`src/include/game_macros.svh`:
```
`ifndef GAME_MACROS_SVH
`define GAME_MACROS_SVH

// slot counts
`define GAME_MAX_SHOTS 8
`define GAME_MAX_TREES 16

// frames between shots
`define GAME_COOLDOWN_SLOW 50
`define GAME_COOLDOWN_FAST 20

`define GAME_TREE_WAIT 40      // frames between tree releases
`define GAME_RED_FRAMES 64     // damage flash
`define GAME_POWERUP_FRAMES 200
`define GAME_LEVEL_PAUSE 100   // level end to next deployment

`define GAME_START_HEARTS 3

`endif
```
`src/hw/game_pkg.sv`:
```
package game_pkg;

	typedef struct packed {
		logic [1:0] trees_to_add;
		logic [2:0] tree_speed;
		logic [1:0] bird_speed;
		logic [1:0] num_birds;    // bird count minus one
		logic [3:0] bird_life;
	} level_cfg_t;

	typedef struct packed {
		logic [7:0]  shot;
		logic [15:0] tree;
		logic [3:0]  bird;
		logic        pickup;
	} deploy_t;

	// bit 0 is shield, bit 3 is life
	typedef struct packed {
		logic life;
		logic damage;
		logic rapid;
		logic shield;
	} powerup_t;

	typedef struct packed {
		logic [3:0] tens;
		logic [3:0] units;
	} bcd2_t;

	typedef struct packed {
		logic [1:0] hearts;
		logic       red;
		logic       active;
		logic       shield;
		logic       more_damage;
	} player_t;

endpackage

```
`src/hw/game_controller.sv`:
```
`timescale 1ns/100ps
`include "game_macros.svh"

module game_controller
	import game_pkg::*;
(
	input  logic       clk,
	input  logic       resetN,
	input  logic       start_of_frame,
	input  logic       shoot,
	input  logic       god_mode,
	input  logic       rapid_fire,
	input  logic       single_hit_pulse,
	input  logic       pickup_hit,
	input  logic       out_of_time,
	input  logic [7:0] random,
	input  logic [3:0] bird_alive,
	output deploy_t    deploy,
	output level_cfg_t cfg,
	output bcd2_t      level_num,
	output player_t    player,
	output logic       add_time,
	output bcd2_t      time_to_add
);

	logic       level_up;
	logic       start_level;
	logic       rapid;
	logic       no_birds_yet;   // armed once birds appear
	logic [6:0] pause;
	logic [3:0] last_birds;

	always_ff @(posedge clk or negedge resetN) begin
		if (!resetN) begin
			add_time <= 1'b1;   // timer loads 99 after reset
			time_to_add <= '{tens: 4'd9, units: 4'd9};
			level_up <= 1'b0;
			start_level <= 1'b1;   // deploy level 1 on first frame
			no_birds_yet <= 1'b1;
			pause <= '0;
			last_birds <= '0;
		end
		else begin
			add_time <= 1'b0;
			time_to_add <= '0;
			level_up <= 1'b0;
			if (start_of_frame) begin
				start_level <= 1'b0;
				last_birds <= bird_alive;
				if (pause != '0)
					pause <= pause - 1'b1;

				if (bird_alive != 4'd0)
					no_birds_yet <= 1'b0;

				if (!no_birds_yet && bird_alive == 4'd0) begin   // level cleared
					level_up <= 1'b1;
					pause <= 7'(`GAME_LEVEL_PAUSE);
					no_birds_yet <= 1'b1;
				end

				if (pause == 7'd1 && bird_alive == 4'd0)
					start_level <= 1'b1;

				// bonus for each frame with fewer birds
				if (bird_alive < last_birds && player.active) begin
					add_time <= 1'b1;
					time_to_add <= '{tens: 4'd1, units: 4'd0};
				end
			end
		end
	end

	level_fsm level_fsm_i (
		.clk      (clk),
		.resetN   (resetN),
		.level_up (level_up),
		.cfg      (cfg),
		.level_num(level_num)
	);

	spawn_scheduler spawn_scheduler_i (
		.clk           (clk),
		.resetN        (resetN),
		.start_of_frame(start_of_frame),
		.shoot         (shoot),
		.start_level   (start_level),
		.rapid         (rapid),
		.cfg           (cfg),
		.deploy        (deploy)
	);

	player_status player_status_i (
		.clk             (clk),
		.resetN          (resetN),
		.start_of_frame  (start_of_frame),
		.single_hit_pulse(single_hit_pulse),
		.god_mode        (god_mode),
		.rapid_fire      (rapid_fire),
		.pickup_hit      (pickup_hit),
		.out_of_time     (out_of_time),
		.random          (random),
		.player          (player),
		.rapid           (rapid)
	);

endmodule

```
`src/hw/level_fsm.sv`:
```
`timescale 1ns/100ps
`include "game_macros.svh"

module level_fsm
	import game_pkg::*;
(
	input  logic       clk,
	input  logic       resetN,
	input  logic       level_up,
	output level_cfg_t cfg,
	output bcd2_t      level_num
);

	logic [6:0] lvl;        // binary copy of level_num
	logic       at_max;
	logic [6:0] lvl_next;
	bcd2_t      bcd_next;

	// every field is the level capped by its width
	function automatic level_cfg_t cfg_of(input logic [6:0] n);
		level_cfg_t c;
		logic [6:0] half;
		half = (n - 7'd1) >> 1;
		c.trees_to_add = (n > 7'd3) ? 2'd3 : n[1:0];
		c.tree_speed = (n > 7'd7) ? 3'd7 : n[2:0];
		c.bird_speed = (half > 7'd3) ? 2'd3 : half[1:0];
		c.num_birds = (n > 7'd3) ? 2'd3 : n[1:0] - 2'd1;
		c.bird_life = (n > 7'd15) ? 4'd15 : n[3:0];
		return c;
	endfunction

	assign at_max = (lvl == 7'd99);
	assign lvl_next = lvl + 7'd1;

	always_comb begin
		if (level_num.units == 4'd9) begin
			bcd_next.tens = level_num.tens + 4'd1;
			bcd_next.units = 4'd0;
		end
		else begin
			bcd_next.tens = level_num.tens;
			bcd_next.units = level_num.units + 4'd1;
		end
	end

	// cfg follows the next level so both appear together
	always_ff @(posedge clk or negedge resetN) begin
		if (!resetN) begin
			lvl <= 7'd1;
			level_num <= '{tens: 4'd0, units: 4'd1};
			cfg <= cfg_of(7'd1);
		end
		else if (level_up && !at_max) begin
			lvl <= lvl_next;
			level_num <= bcd_next;
			cfg <= cfg_of(lvl_next);
		end
	end

endmodule

```
`src/hw/player_status.sv`:
```
`timescale 1ns/100ps
`include "game_macros.svh"

module player_status
	import game_pkg::*;
(
	input  logic       clk,
	input  logic       resetN,
	input  logic       start_of_frame,
	input  logic       single_hit_pulse,
	input  logic       god_mode,
	input  logic       rapid_fire,
	input  logic       pickup_hit,
	input  logic       out_of_time,
	input  logic [7:0] random,
	output player_t    player,
	output logic       rapid
);

	logic [1:0] hearts;
	logic       active;
	logic [6:0] red_cnt;
	logic [7:0] pu_cnt;      // power-up lifetime
	powerup_t   pwr;
	powerup_t   pwr_next;
	logic [3:0] pick_bit;
	logic       invincible;

	assign pick_bit = 4'b0001 << random[5:4];
	assign invincible = (red_cnt != '0) || god_mode || pwr.shield;
	assign rapid = rapid_fire || pwr.rapid;

	always_comb begin
		pwr_next = pwr;
		if (pu_cnt == '0)
			pwr_next = '0;   // lifetime over
		if (pickup_hit)
			pwr_next = pwr_next | pick_bit;
		if (pwr.life)
			pwr_next.life = 1'b0;   // extra heart is one shot
	end

	always_ff @(posedge clk or negedge resetN) begin
		if (!resetN) begin
			hearts <= 2'(`GAME_START_HEARTS);
			active <= 1'b1;
			red_cnt <= '0;
			pu_cnt <= '0;
			pwr <= '0;
		end
		else if (start_of_frame) begin
			if (red_cnt != '0)
				red_cnt <= red_cnt - 1'b1;
			if (pu_cnt != '0)
				pu_cnt <= pu_cnt - 1'b1;

			if (single_hit_pulse && !invincible && hearts != 2'd0) begin
				hearts <= hearts - 2'd1;
				if (hearts > 2'd1)
					red_cnt <= 7'(`GAME_RED_FRAMES);
				else
					active <= 1'b0;   // last heart gone
			end

			if (out_of_time)
				active <= 1'b0;

			if (pickup_hit)
				pu_cnt <= 8'(`GAME_POWERUP_FRAMES);
			pwr <= pwr_next;

			// life pickup overrides a hit in the same frame
			if (pwr.life && hearts < 2'(`GAME_START_HEARTS))
				hearts <= hearts + 2'd1;
		end
	end

	assign player = '{
		hearts: hearts,
		red: (red_cnt != '0),
		active: active,
		shield: god_mode || pwr.shield,
		more_damage: pwr.damage
	};

endmodule

```
`src/hw/spawn_scheduler.sv`:
```
`timescale 1ns/100ps
`include "game_macros.svh"

module spawn_scheduler
	import game_pkg::*;
(
	input  logic       clk,
	input  logic       resetN,
	input  logic       start_of_frame,
	input  logic       shoot,
	input  logic       start_level,
	input  logic       rapid,
	input  level_cfg_t cfg,
	output deploy_t    deploy
);

	localparam int SHOT_W = $clog2(`GAME_MAX_SHOTS);
	localparam int TREE_W = $clog2(`GAME_MAX_TREES);
	localparam int WAIT_W = $clog2(`GAME_TREE_WAIT);
	localparam int CD_W = $clog2(`GAME_COOLDOWN_SLOW + 1);

	logic [SHOT_W-1:0] shot_slot;
	logic [TREE_W-1:0] tree_slot;
	logic [CD_W-1:0]   cooldown;
	logic [WAIT_W-1:0] tree_cnt;
	logic [5:0]        pending;     // trees still to release
	logic              fire;
	logic              tree_release;
	logic [1:0]        trees_in;
	logic [CD_W-1:0]   cooldown_load;

	assign fire = shoot && (cooldown == '0);
	assign tree_release = (tree_cnt == WAIT_W'(`GAME_TREE_WAIT - 1)) && (pending != '0);
	assign trees_in = start_level ? cfg.trees_to_add : 2'd0;
	assign cooldown_load = rapid ? CD_W'(`GAME_COOLDOWN_FAST) : CD_W'(`GAME_COOLDOWN_SLOW);

	always_ff @(posedge clk or negedge resetN) begin
		if (!resetN) begin
			deploy <= '0;
			shot_slot <= '0;
			tree_slot <= '0;
			cooldown <= '0;
			tree_cnt <= '0;
			pending <= '0;
		end
		else if (start_of_frame) begin
			deploy <= '0;   // pulses last one frame
			if (cooldown != '0)
				cooldown <= cooldown - 1'b1;

			if (fire) begin
				deploy.shot[shot_slot] <= 1'b1;
				shot_slot <= shot_slot + 1'b1;   // wraps at 8
				cooldown <= cooldown_load;
			end

			// free running release pacing
			if (tree_cnt == WAIT_W'(`GAME_TREE_WAIT - 1))
				tree_cnt <= '0;
			else
				tree_cnt <= tree_cnt + 1'b1;

			if (tree_release) begin
				deploy.tree[tree_slot] <= 1'b1;
				tree_slot <= tree_slot + 1'b1;
			end
			pending <= pending + 6'(trees_in) - 6'(tree_release);

			if (start_level) begin
				for (int i = 0; i < 4; i++) begin
					deploy.bird[i] <= (i <= int'(cfg.num_birds));
				end
				deploy.pickup <= 1'b1;
			end
		end
	end

endmodule

```
`config.mk`:
```
export PLATFORM = sky130hd
export DESIGN_NAME = game_controller
export DESIGN_NICKNAME = d
export VERILOG_FILES = /design/src/hw/game_pkg.sv /design/src/hw/game_controller.sv /design/src/hw/level_fsm.sv /design/src/hw/player_status.sv /design/src/hw/spawn_scheduler.sv
export VERILOG_INCLUDE_DIRS = /design/src /design/src/include
export SDC_FILE = /design/constraint.sdc
export NUM_CORES = 1
export LEC_CHECK = 0
export BUFFER_PORTS_ARGS = -buffer_cell sky130_fd_sc_hd__buf_2
export CORE_AREA = 10 10 141 143
export DETAILED_ROUTE_END_ITERATION = 8
export DIE_AREA = 0 0 151 153
export SYNTH_ARGS = -nofsm -noshare
export SYNTH_HDL_FRONTEND = slang
export SYNTH_SLANG_ARGS = --single-unit
```
`constraint.sdc`:
```
create_clock -name clk -period 2.55 [get_ports clk]
set_input_delay 0.1275 -clock clk [delete_from_list [all_inputs] [get_ports clk]]
set_output_delay 0.1275 -clock clk [all_outputs]
set_load 0.02 [all_outputs]
```
# [After elaboration in Yosys (flattened, before gate mapping)]
# Index checks and enable logic that the tools add are counted.
[totals] regBits=127 output_inout_bits=65 elab_cells=155 input_bits=21
[classes] eq_ne=5 addsub=16 n_shift=1 n_lt_le_gt_ge=14 bitwise=1 n_mux=42 reduce_logical=43
[ops] operator="$mux W7" n=5
[ops] operator="$mux W6" n=4
[ops] operator="$mux W8" n=3
[ops] operator="$sub A7 B1 Y7 const B" n=3
[ops] operator="$mux W16" n=1
[ops] operator="$mux W4" n=4
[ops] operator="$reduce_and A2 Y1" n=8
[ops] operator="$mux W5" n=3
[ops] operator="$reduce_bool A2 Y1" n=7
[ops] operator="$reduce_bool A7 Y1" n=2
[ops] operator="$mux W1" n=13
[ops] operator="$add A4 B1 Y4 const B" n=3
[ops] operator="$mux W2" n=6
[ops] operator="$reduce_bool A6 Y1" n=2
[ops] operator="$logic_and A1 B1 Y1" n=11
[ops] operator="$logic_not A8 Y1" n=1
[ops] operator="$reduce_bool A8 Y1" n=1
[ops] operator="$sub A8 B1 Y8 const B" n=1
[ops] operator="$add A7 B1 Y7 const B" n=1
[ops] operator="$eq A7 B1 Y1 const B" n=1
[ops] operator="$eq A7 B7 Y1 const B" n=1
[ops] operator="$gt A7 B2 Y1 const B" n=1
[ops] operator="$gt A7 B3 Y1 const B" n=1
[ops] operator="$gt A7 B4 Y1 const B" n=1
[ops] operator="other kinds (31)" n=38

# [Depth between registers and ports, before layout]
# Gate-level depths: netlist of run 1.
[logic_depth] ltp_word=8 depth_mapped=13 depth_no_buf=13

# [Cells and area by module]
# A second synthesis of run 1 with hierarchy kept.
[unflattened] cells_unflattened=595 hier_area_um2=6138.4
[modules_own_cells] mod="spawn_scheduler" cells_each=244 seq_area_each_um2=1326.3 n_inst=1 area_each_um2=2631.3
[modules_own_cells] mod="level_fsm" cells_each=134 seq_area_each_um2=706.9 n_inst=1 area_each_um2=1382.6
[modules_own_cells] mod="player_status" cells_each=127 seq_area_each_um2=554.3 n_inst=1 area_each_um2=1227.4
[modules_own_cells] mod="game_controller" cells_each=90 seq_area_each_um2=405.4 n_inst=1 area_each_um2=897.1

# [Worst setup path before layout of run 1]
# OpenSTA, ideal clock, no wires.
[synth_path] path_type="register to register" start="reg spawn_scheduler_i.tree_cnt[0]" end="reg spawn_scheduler_i.pending[4]" required_ps=2416 slack_ps=124 setup_ps=134 synth_period_minus_slack_ps=2426 path_buffers=0 t_arrival_ps=2292 stages_incl_launch_ff=13 path_cell_list="dfrtp_1 > ha_1 > nor4bb_1 > and3_1 > ha_1 > inv_1 > ha_1 > fa_1 > a21oi_1 > nor2_1 > nor2_1 > xor2_1 > mux2i_1"
[synth_between] elab_chain_len=3
[synth_lines] item="from (decl)" line_no="spawn_scheduler.sv:25" text="logic [WAIT_W-1:0] tree_cnt;"
[synth_lines] item="from (signal assigned)" line_no="spawn_scheduler.sv:61" text="tree_cnt <= tree_cnt + 1'b1;"
[synth_lines] item="$eq A6 B6 Y1" line_no="spawn_scheduler.sv:33" text="assign tree_release = (tree_cnt == WAIT_W'(`GAME_TREE_WAIT - 1)) && (pending != '0);"
[synth_lines] item="$logic_and A1 B1 Y1" line_no="spawn_scheduler.sv:33"
[synth_lines] item="$sub A6 B1 Y6" line_no="spawn_scheduler.sv:67" text="pending <= pending + 6'(trees_in) - 6'(tree_release);"
[synth_lines] item="to (signal assigned)" line_no="spawn_scheduler.sv:67"
[synth_lines] item="to (decl)" line_no="spawn_scheduler.sv:26" text="logic [5:0] pending;"
# No other way between the ends.
# A chain may end at the register's enable or synchronous reset.

# [Worst setup path after layout of run 1]
[layout_path] start="reg spawn_scheduler_i.tree_cnt[1]" end="reg spawn_scheduler_i.pending[4]"
# Same word-level chain as after synthesis.

==> metrics, run 1 <==
leakage power 3.426 nW; commonest cells after routing, fill and taps aside dfrtp_1, buf_2, nand2_1; die extent in x 151 um; Slew headroom 55.16%; synthesized flop and latch total 119; Final Wtd Congestion 0.8028; I/O pin count 86; global route overflow 0; Antenna diodes 0; Area Growth Syn to Fin 23.91%; total power 7.800 mW; CP peak stage delay 380 ps; Cell Rows 48; WP buf/inv 1; Inst Count DP 857; initial antenna violation count 0; DRT Wirelength 13,380 um; status finished clean; Core Area 17,060 um^2; Post-Syn Area per Cell 10.27 um^2; worst r2r dst spawn_scheduler_i.pending[4]; MaxCap Viol Count 0; Crit path max-delay family adder cells; Max IR drop VDD 0.0006493 V; Arr. time, crit path 2770 ps; HP Class in -> reg; Tmin final 2484 ps; clock sink total 119; area leader, netlist dfrtp_1; Pins Over Slew Limit 0; sequential fraction of the synthesis area 50.70%; input/output buffers 75; final setup fails 0; PwrDens 1066 nW/um^2; Tot GR Track Use 11.85%; CTS root buffer clkbuf_16; Max Freq 402.6 MHz; final std cells w/o fill 905; Unique masters post-synth 69; crit path max fanout 2; drt drc 0; Worst path slowest cell dfrtp_1; Most used DFF post-synth dfrtp_1; RSZ-0062 raised after global routing true; pin count of the biggest net entering global routing 52; top post-synthesis cells by area dfrtp_1, ha_1, dfstp_2; Setup crit end kind flip-flop; number of synthesized flops with an enable pin 0; Max Root-Sink Buffers 2; clk slew on worst S/H paths 60 ps; Mapped Area 5903 um^2; reg2reg path depth 12; initial core utilization 34.61%; vias in the first global route 4,609; Slew @ Worst Pin 666.5 ps; flop2flop setup slack 70 ps; commonest non-fill, non-tap cell in the layout dfrtp_1; H-tree levels 4; Critical Path RT 2830 ps; Hold Crit Depth 3; Final Skew 8.145 ps; post-route ant nets 0; Avg WL per Cell 14.79 um; WS Path Type reg -> reg; critical path cell sequence ha_2, nor4bb_4, and3_1, ha_1, inv_1, ha_2, fa_2, a21oi_2, nor2_1, nor2_1, xor2_1, mux2i_1; WHS Endpoint player_status_i.pwr[1]; TritonCTS clock tree built; cells after synthesis 575; die area 23,100 um^2; Hold Startpoint random[4]; fill cell count 1,649; clk_lat worst skew 420 ps; Startpoint Class flip-flop; Pre-Repair DR Iteration Count 4; vias per cell 4.937; layout cells sized above 1 24.56%; Final Hold Fails 0; period utilization 97.40%; Vias 4,468; Die Y-Extent 153 um; cts bufs inserted 17; YS warnings 0; DR iter-0 viols 153; worst r2r src spawn_scheduler_i.tree_cnt[1]; top cell type's share of synthesized area 45.36%; first-pass GRT wire length 22,450 um; NumNets Final 719; Post-synth ARST share 100.0%; HPWL Detailed 9425 um
==> worst max-delay path by stage <==
stage | startpoint | endpoint | slack (ps) | cells after the start
6_report | spawn_scheduler_i.tree_cnt[1] | spawn_scheduler_i.pending[4] | 70 | 12
5_1_grt | spawn_scheduler_i.pending[4] | spawn_scheduler_i.pending[4] | -110 | 13
4_1_cts | spawn_scheduler_i.tree_cnt[1] | spawn_scheduler_i.pending[4] | 20 | 12
3_5_place_dp | spawn_scheduler_i.tree_cnt[1] | spawn_scheduler_i.pending[4] | -20 | 12
3_3_place_gp | spawn_scheduler_i.tree_cnt[0] | spawn_scheduler_i.pending[4] | 60 | 12
2_1_floorplan | spawn_scheduler_i.tree_cnt[0] | spawn_scheduler_i.pending[4] | 120 | 12
==> kinds of logic (layout without fill, tap and decap cells) <==
group | count (synthesis) | after routing | share of synthesized area [%]
buf+inv | 71 | 172 | 5.256
mux | 11 | 11 | 2.056
compound gates | 126 | 126 | 14.46
simple gates | 183 | 183 | 15.88
flops | 119 | 119 | 50.70
fa+ha+maj | 31 | 31 | 6.698
other cells | 1 | 5 | 0.06353
xor+xnor | 33 | 33 | 4.896
==> flip-flops by register name, summed over array words and instances, names as in the netlist, 3 cells and up <==
register / cells
player_status_i.red_cnt: 7
player_status_i.pwr: 3
spawn_scheduler_i.shot_slot: 3
pause: 7
spawn_scheduler_i.deploy: 28
spawn_scheduler_i.pending: 6
player_status_i.pu_cnt: 8
spawn_scheduler_i.tree_cnt: 6
last_birds: 4
level_fsm_i.lvl: 7
level_fsm_i.level_num: 8
spawn_scheduler_i.tree_slot: 4
spawn_scheduler_i.cooldown: 6
level_fsm_i.cfg: 13
==> per-stage QoR <==
step / hold WS, ps / util, % / area, um^2 / TNS (ps) / setup WS [ps]
5_1_grt: 6.055 / 42.88 / 7315 / -142.8 / -108.5
6_report: 15.48 / 42.88 / 7315 / 0 / 66.39
4_1_cts: 1.676 / 42.33 / 7219 / 0 / 15.36
3_5_place_dp: 216.6 / 38.09 / 6497 / -36.13 / -24.53
3_3_place_gp: 207.9 / 38.09 / 6497 / 0 / 55.46
2_1_floorplan: -168.1 / - / 5918 / 0 / 124.0
==> area by class of cell <==
| type | count | area [um^2] | share of cell area, % |
|---|---|---|---|
| clock inverters | 14 | 197.7 | 2.703 |
| clock buffers | 18 | 439.2 | 6.004 |
| multi-input cells | 389 | 2658 | 36.33 |
| well taps | 225 | 281.5 | 3.849 |
| inverters | 40 | 150.1 | 2.053 |
| repair buffers | 100 | 595.6 | 8.142 |
| flip-flops and latches | 119 | 2993 | 40.92 |
==> repair_timing <==
| action | 4_1_cts | 5_1_grt |
|---|---|---|
| hold buffers | 7 | 0 |
| setup endpoints to repair | 2 | 2 |
| gates resized for setup | 4 | 8 |
| hold endpoints to repair | 51 | 0 |
| setup buffers | 0 | 9 |
| pin swaps | 1 | 8 |
==> per-layer routing <==
metal | up-vias | track usage [%] | part of all wire (%)
li1 | 2169 | - | -
met2 | 99 | 19.03 | 48
met4 | 0 | 3.301 | 0.84
met5 | - | 0 | 0
met3 | 9 | 4.753 | 6.2
met1 | 2191 | 14.29 | 45
==> synthesized netlist by cell type, types with 7 or more instances <==
| cell | count |
|---|---|
| dfrtp_1 | 107 |
| nand2_1 | 51 |
| nor2_1 | 47 |
| inv_1 | 39 |
| o21ai_0 | 32 |
| ha_1 | 30 |
| a21oi_1 | 23 |
| xnor2_1 | 23 |
| a22o_1 | 16 |
| clkbuf_1 | 15 |
| nand2b_1 | 13 |
| nor3_1 | 13 |
| dfstp_2 | 12 |
| o2bb2ai_1 | 11 |
| a31oi_1 | 10 |
| buf_4 | 10 |
| xor2_1 | 10 |
| and3_1 | 9 |
| nand3_1 | 8 |
| mux2_2 | 7 |
==> power by group <==
part	switching, mW	total (mW)	internal [mW]	leakage (nW)
clock network	0.904	2.57	1.67	0.301
logic	1.28	2.35	1.08	1.65
registers	0.479	2.87	2.39	1.47
==> tightest hold or removal path, delay by kind of cell <==
kind | cells | cell delay (ps)
buffers and inverters | 1 | 120
AO/OA/AOI/OAI | 1 | 70
AND/OR/NAND/NOR | 1 | 70
Power figures use the tool's default switching activity.
==> run 2: changes to the inputs <==
--- a/config.mk
+++ b/config.mk
@@ -8,6 +8,7 @@
 export LEC_CHECK = 0
 export BUFFER_PORTS_ARGS = -buffer_cell sky130_fd_sc_hd__buf_2
 export CORE_AREA = 10 10 141 143
+export CTS_CLUSTER_DIAMETER = 120
 export DETAILED_ROUTE_END_ITERATION = 8
 export DIE_AREA = 0 0 151 153
 export SYNTH_ARGS = -nofsm -noshare
==> constraint.sdc (replaced) <==
create_clock -name clk -period 2 [get_ports clk]
set_input_delay 0.1 -clock clk [delete_from_list [all_inputs] [get_ports clk]]
set_output_delay 0.1 -clock clk [all_outputs]
set_load 0.02 [all_outputs]
==> run 2 against run 1 <==
Net effect: register-to-register slack got worse by 400 ps; worst hold slack better by 62 ps; sequential power up 26%; largest power group is now combinational cells; sequential share of layout area fell by 2.2 points; total power is 35% higher; highest routed layer unchanged; the run now ends with setup timing left.
==> metrics, run 2 (synthesized netlist as in run 1, its figures left out) <==
final std cells w/o fill 939; combinational power share 35.3%; Die Y-Extent 153 um; crit path max fanout 2; Core Area 17,060 um^2; Final WS setup -328.9 ps; Final Skew 6.110 ps; Pre-Repair DR Iteration Count 4; Slew @ Worst Pin 679.8 ps; Max Freq 429.4 MHz; register with the most flip-flops spawn_scheduler_i.deploy; first-pass GRT wire length 22,600 um; post-route ant nets 0; dpl cell area 6740 um^2; Startpoint Class flip-flop; Max Root-Sink Buffers 2; Antenna diodes 0; CP peak stage delay 380 ps; P_sw 3.631 mW; MaxCap Viol Count 0; status finished, violations left; Cell Rows 48; Arr. time, crit path 2610 ps; Tot GR Track Use 11.85%; I/O pin count 86; clock share of power 30.2%; Max IR drop VDD 0.0007163 V; Inst Count DP 887; pin count of the biggest net entering global routing 120; Area Growth Syn to Fin 30.86%; CTS root buffer clkbuf_16; die area 23,100 um^2; Vias 4,605; Critical Path RT 2280 ps; final setup fails 6; initial antenna violation count 0; DR iter-0 viols 203; HP Class in -> reg; clock sink total 119; Worst path slowest cell dfrtp_1; Final Hold Fails 0; H-tree levels 4; RSZ-0062 raised after global routing true; Avg WL per Cell 14.39 um; commonest non-fill, non-tap cell in the layout dfrtp_1; layout cells sized above 1 31.93%; DRT Wirelength 13,510 um; fill cell count 1,620; die extent in x 151 um; drt drc 0; initial core utilization 34.61%; Final Wtd Congestion 0.7951; Setup crit end kind flip-flop; Slew headroom 54.26%; WS Path Type reg -> reg; Largest regs spawn_scheduler_i.deploy (28), level_fsm_i.cfg (13); total power 10.51 mW; max reg flops 28; Sw Share 34.54%; commonest cells after routing, fill and taps aside dfrtp_1, buf_2, nand2_1; Int Power 6.881 mW; Pins Over Slew Limit 0; vias in the first global route 4,771; Tmin final 2329 ps; clk_lat worst skew 410 ps; Reg power frac 34.5%; HPWL Detailed 9138 um; global route overflow 0; period utilization 116.4%; TritonCTS clock tree built; vias per cell 4.904; failing checks setup timing; Finished Cell Area 7725 um^2; input/output buffers 75; cts bufs inserted 17; leakage power 3.607 nW; clk slew on worst S/H paths 60 ps; NumNets Final 753; PwrDens 1361 nW/um^2; critical path cell sequence ha_2, nor4bb_4, and3_4, ha_4, inv_2, ha_4, fa_2, a21oi_2, nor2_1, nor2_1, xor2_1, mux2i_1
[run 2: worst max-delay path: cells and delay by family (launching register included)]
family / cells / cell delay (ps)
fa+ha+maj: 4 / 940
simple gates: 4 / 470
flops: 1 / 380
xor+xnor: 1 / 150
compound gates: 1 / 120
mux: 1 / 90
buf+inv: 1 / 30
[run 2: path summary, 6_finish.rpt]
| kind | startpoint | to | slack (ps) | cells after the start |
|---|---|---|---|---|
| max | spawn_scheduler_i.tree_cnt[1] | spawn_scheduler_i.pending[4] | -330 | 12 |
| max reg2reg | spawn_scheduler_i.tree_cnt[1] | spawn_scheduler_i.pending[4] | -330 | 12 |
| min | start_of_frame | spawn_scheduler_i.deploy[22] | 80 | 2 |
| max in group asynchronous | resetN | spawn_scheduler_i.deploy[22] | 1210 | 3 |
| min in group asynchronous | resetN | last_birds[1] | 330 | 3 |
| min reg2reg | player_status_i.active | player_status_i.active | 480 | 1 |
[run 2: cell type report]
| cell class | instances | area, um^2 | share of cell area, % |
|---|---|---|---|
| inverters | 40 | 152.6 | 1.976 |
| clock inverters | 13 | 168.9 | 2.187 |
| multi-input cells | 389 | 2809 | 36.36 |
| repair buffers | 134 | 867.1 | 11.22 |
| well taps | 225 | 281.5 | 3.644 |
| flip-flops and latches | 119 | 2993 | 38.74 |
| clock buffers | 19 | 452.9 | 5.863 |
[run 2: metal layers]
layer | vias to the layer above | share of wire, % | global-route usage [%]
met5 | - | 0 | 0
met4 | 0 | 1.7 | 4.860
met3 | 19 | 3.7 | 3.336
met2 | 77 | 51 | 20.18
met1 | 2269 | 44 | 13.55
li1 | 2240 | - | -
[run 2: per-stage QoR]
stage	worst slack, ps	TNS (ps)	hold WS [ps]	utilization (%)
after global routing	-478.3	-2044	85.91	45.29
after CTS	-339.6	-1098	52.43	44.46
after detailed placement	-450.9	-1582	259.6	39.52
final	-328.9	-1131	77.54	45.29
after floorplan	-294.1	-662.3	-195.6	-
after global placement	-398.3	-1218	258.0	39.52
[run 2: power by group through the flow]
stage,clock network [mW],logic (mW),registers (mW)
2_1_floorplan,0,1.95,3.74
5_1_grt,3.38,4.15,3.72
3_5_place_dp,0,3.23,3.63
4_1_cts,3.26,3.47,3.61
6_report,3.17,3.71,3.63
3_3_place_gp,0,3.12,3.59
[run 2: what timing repair did]
action	4_1_cts	5_1_grt
pin swaps	11	13
endpoints found under the setup margin	9	38
hold buffers	9	0
buffers inserted	8	5
resized for setup	17	30
gates cloned	0	0
endpoints found under the hold margin	117	0
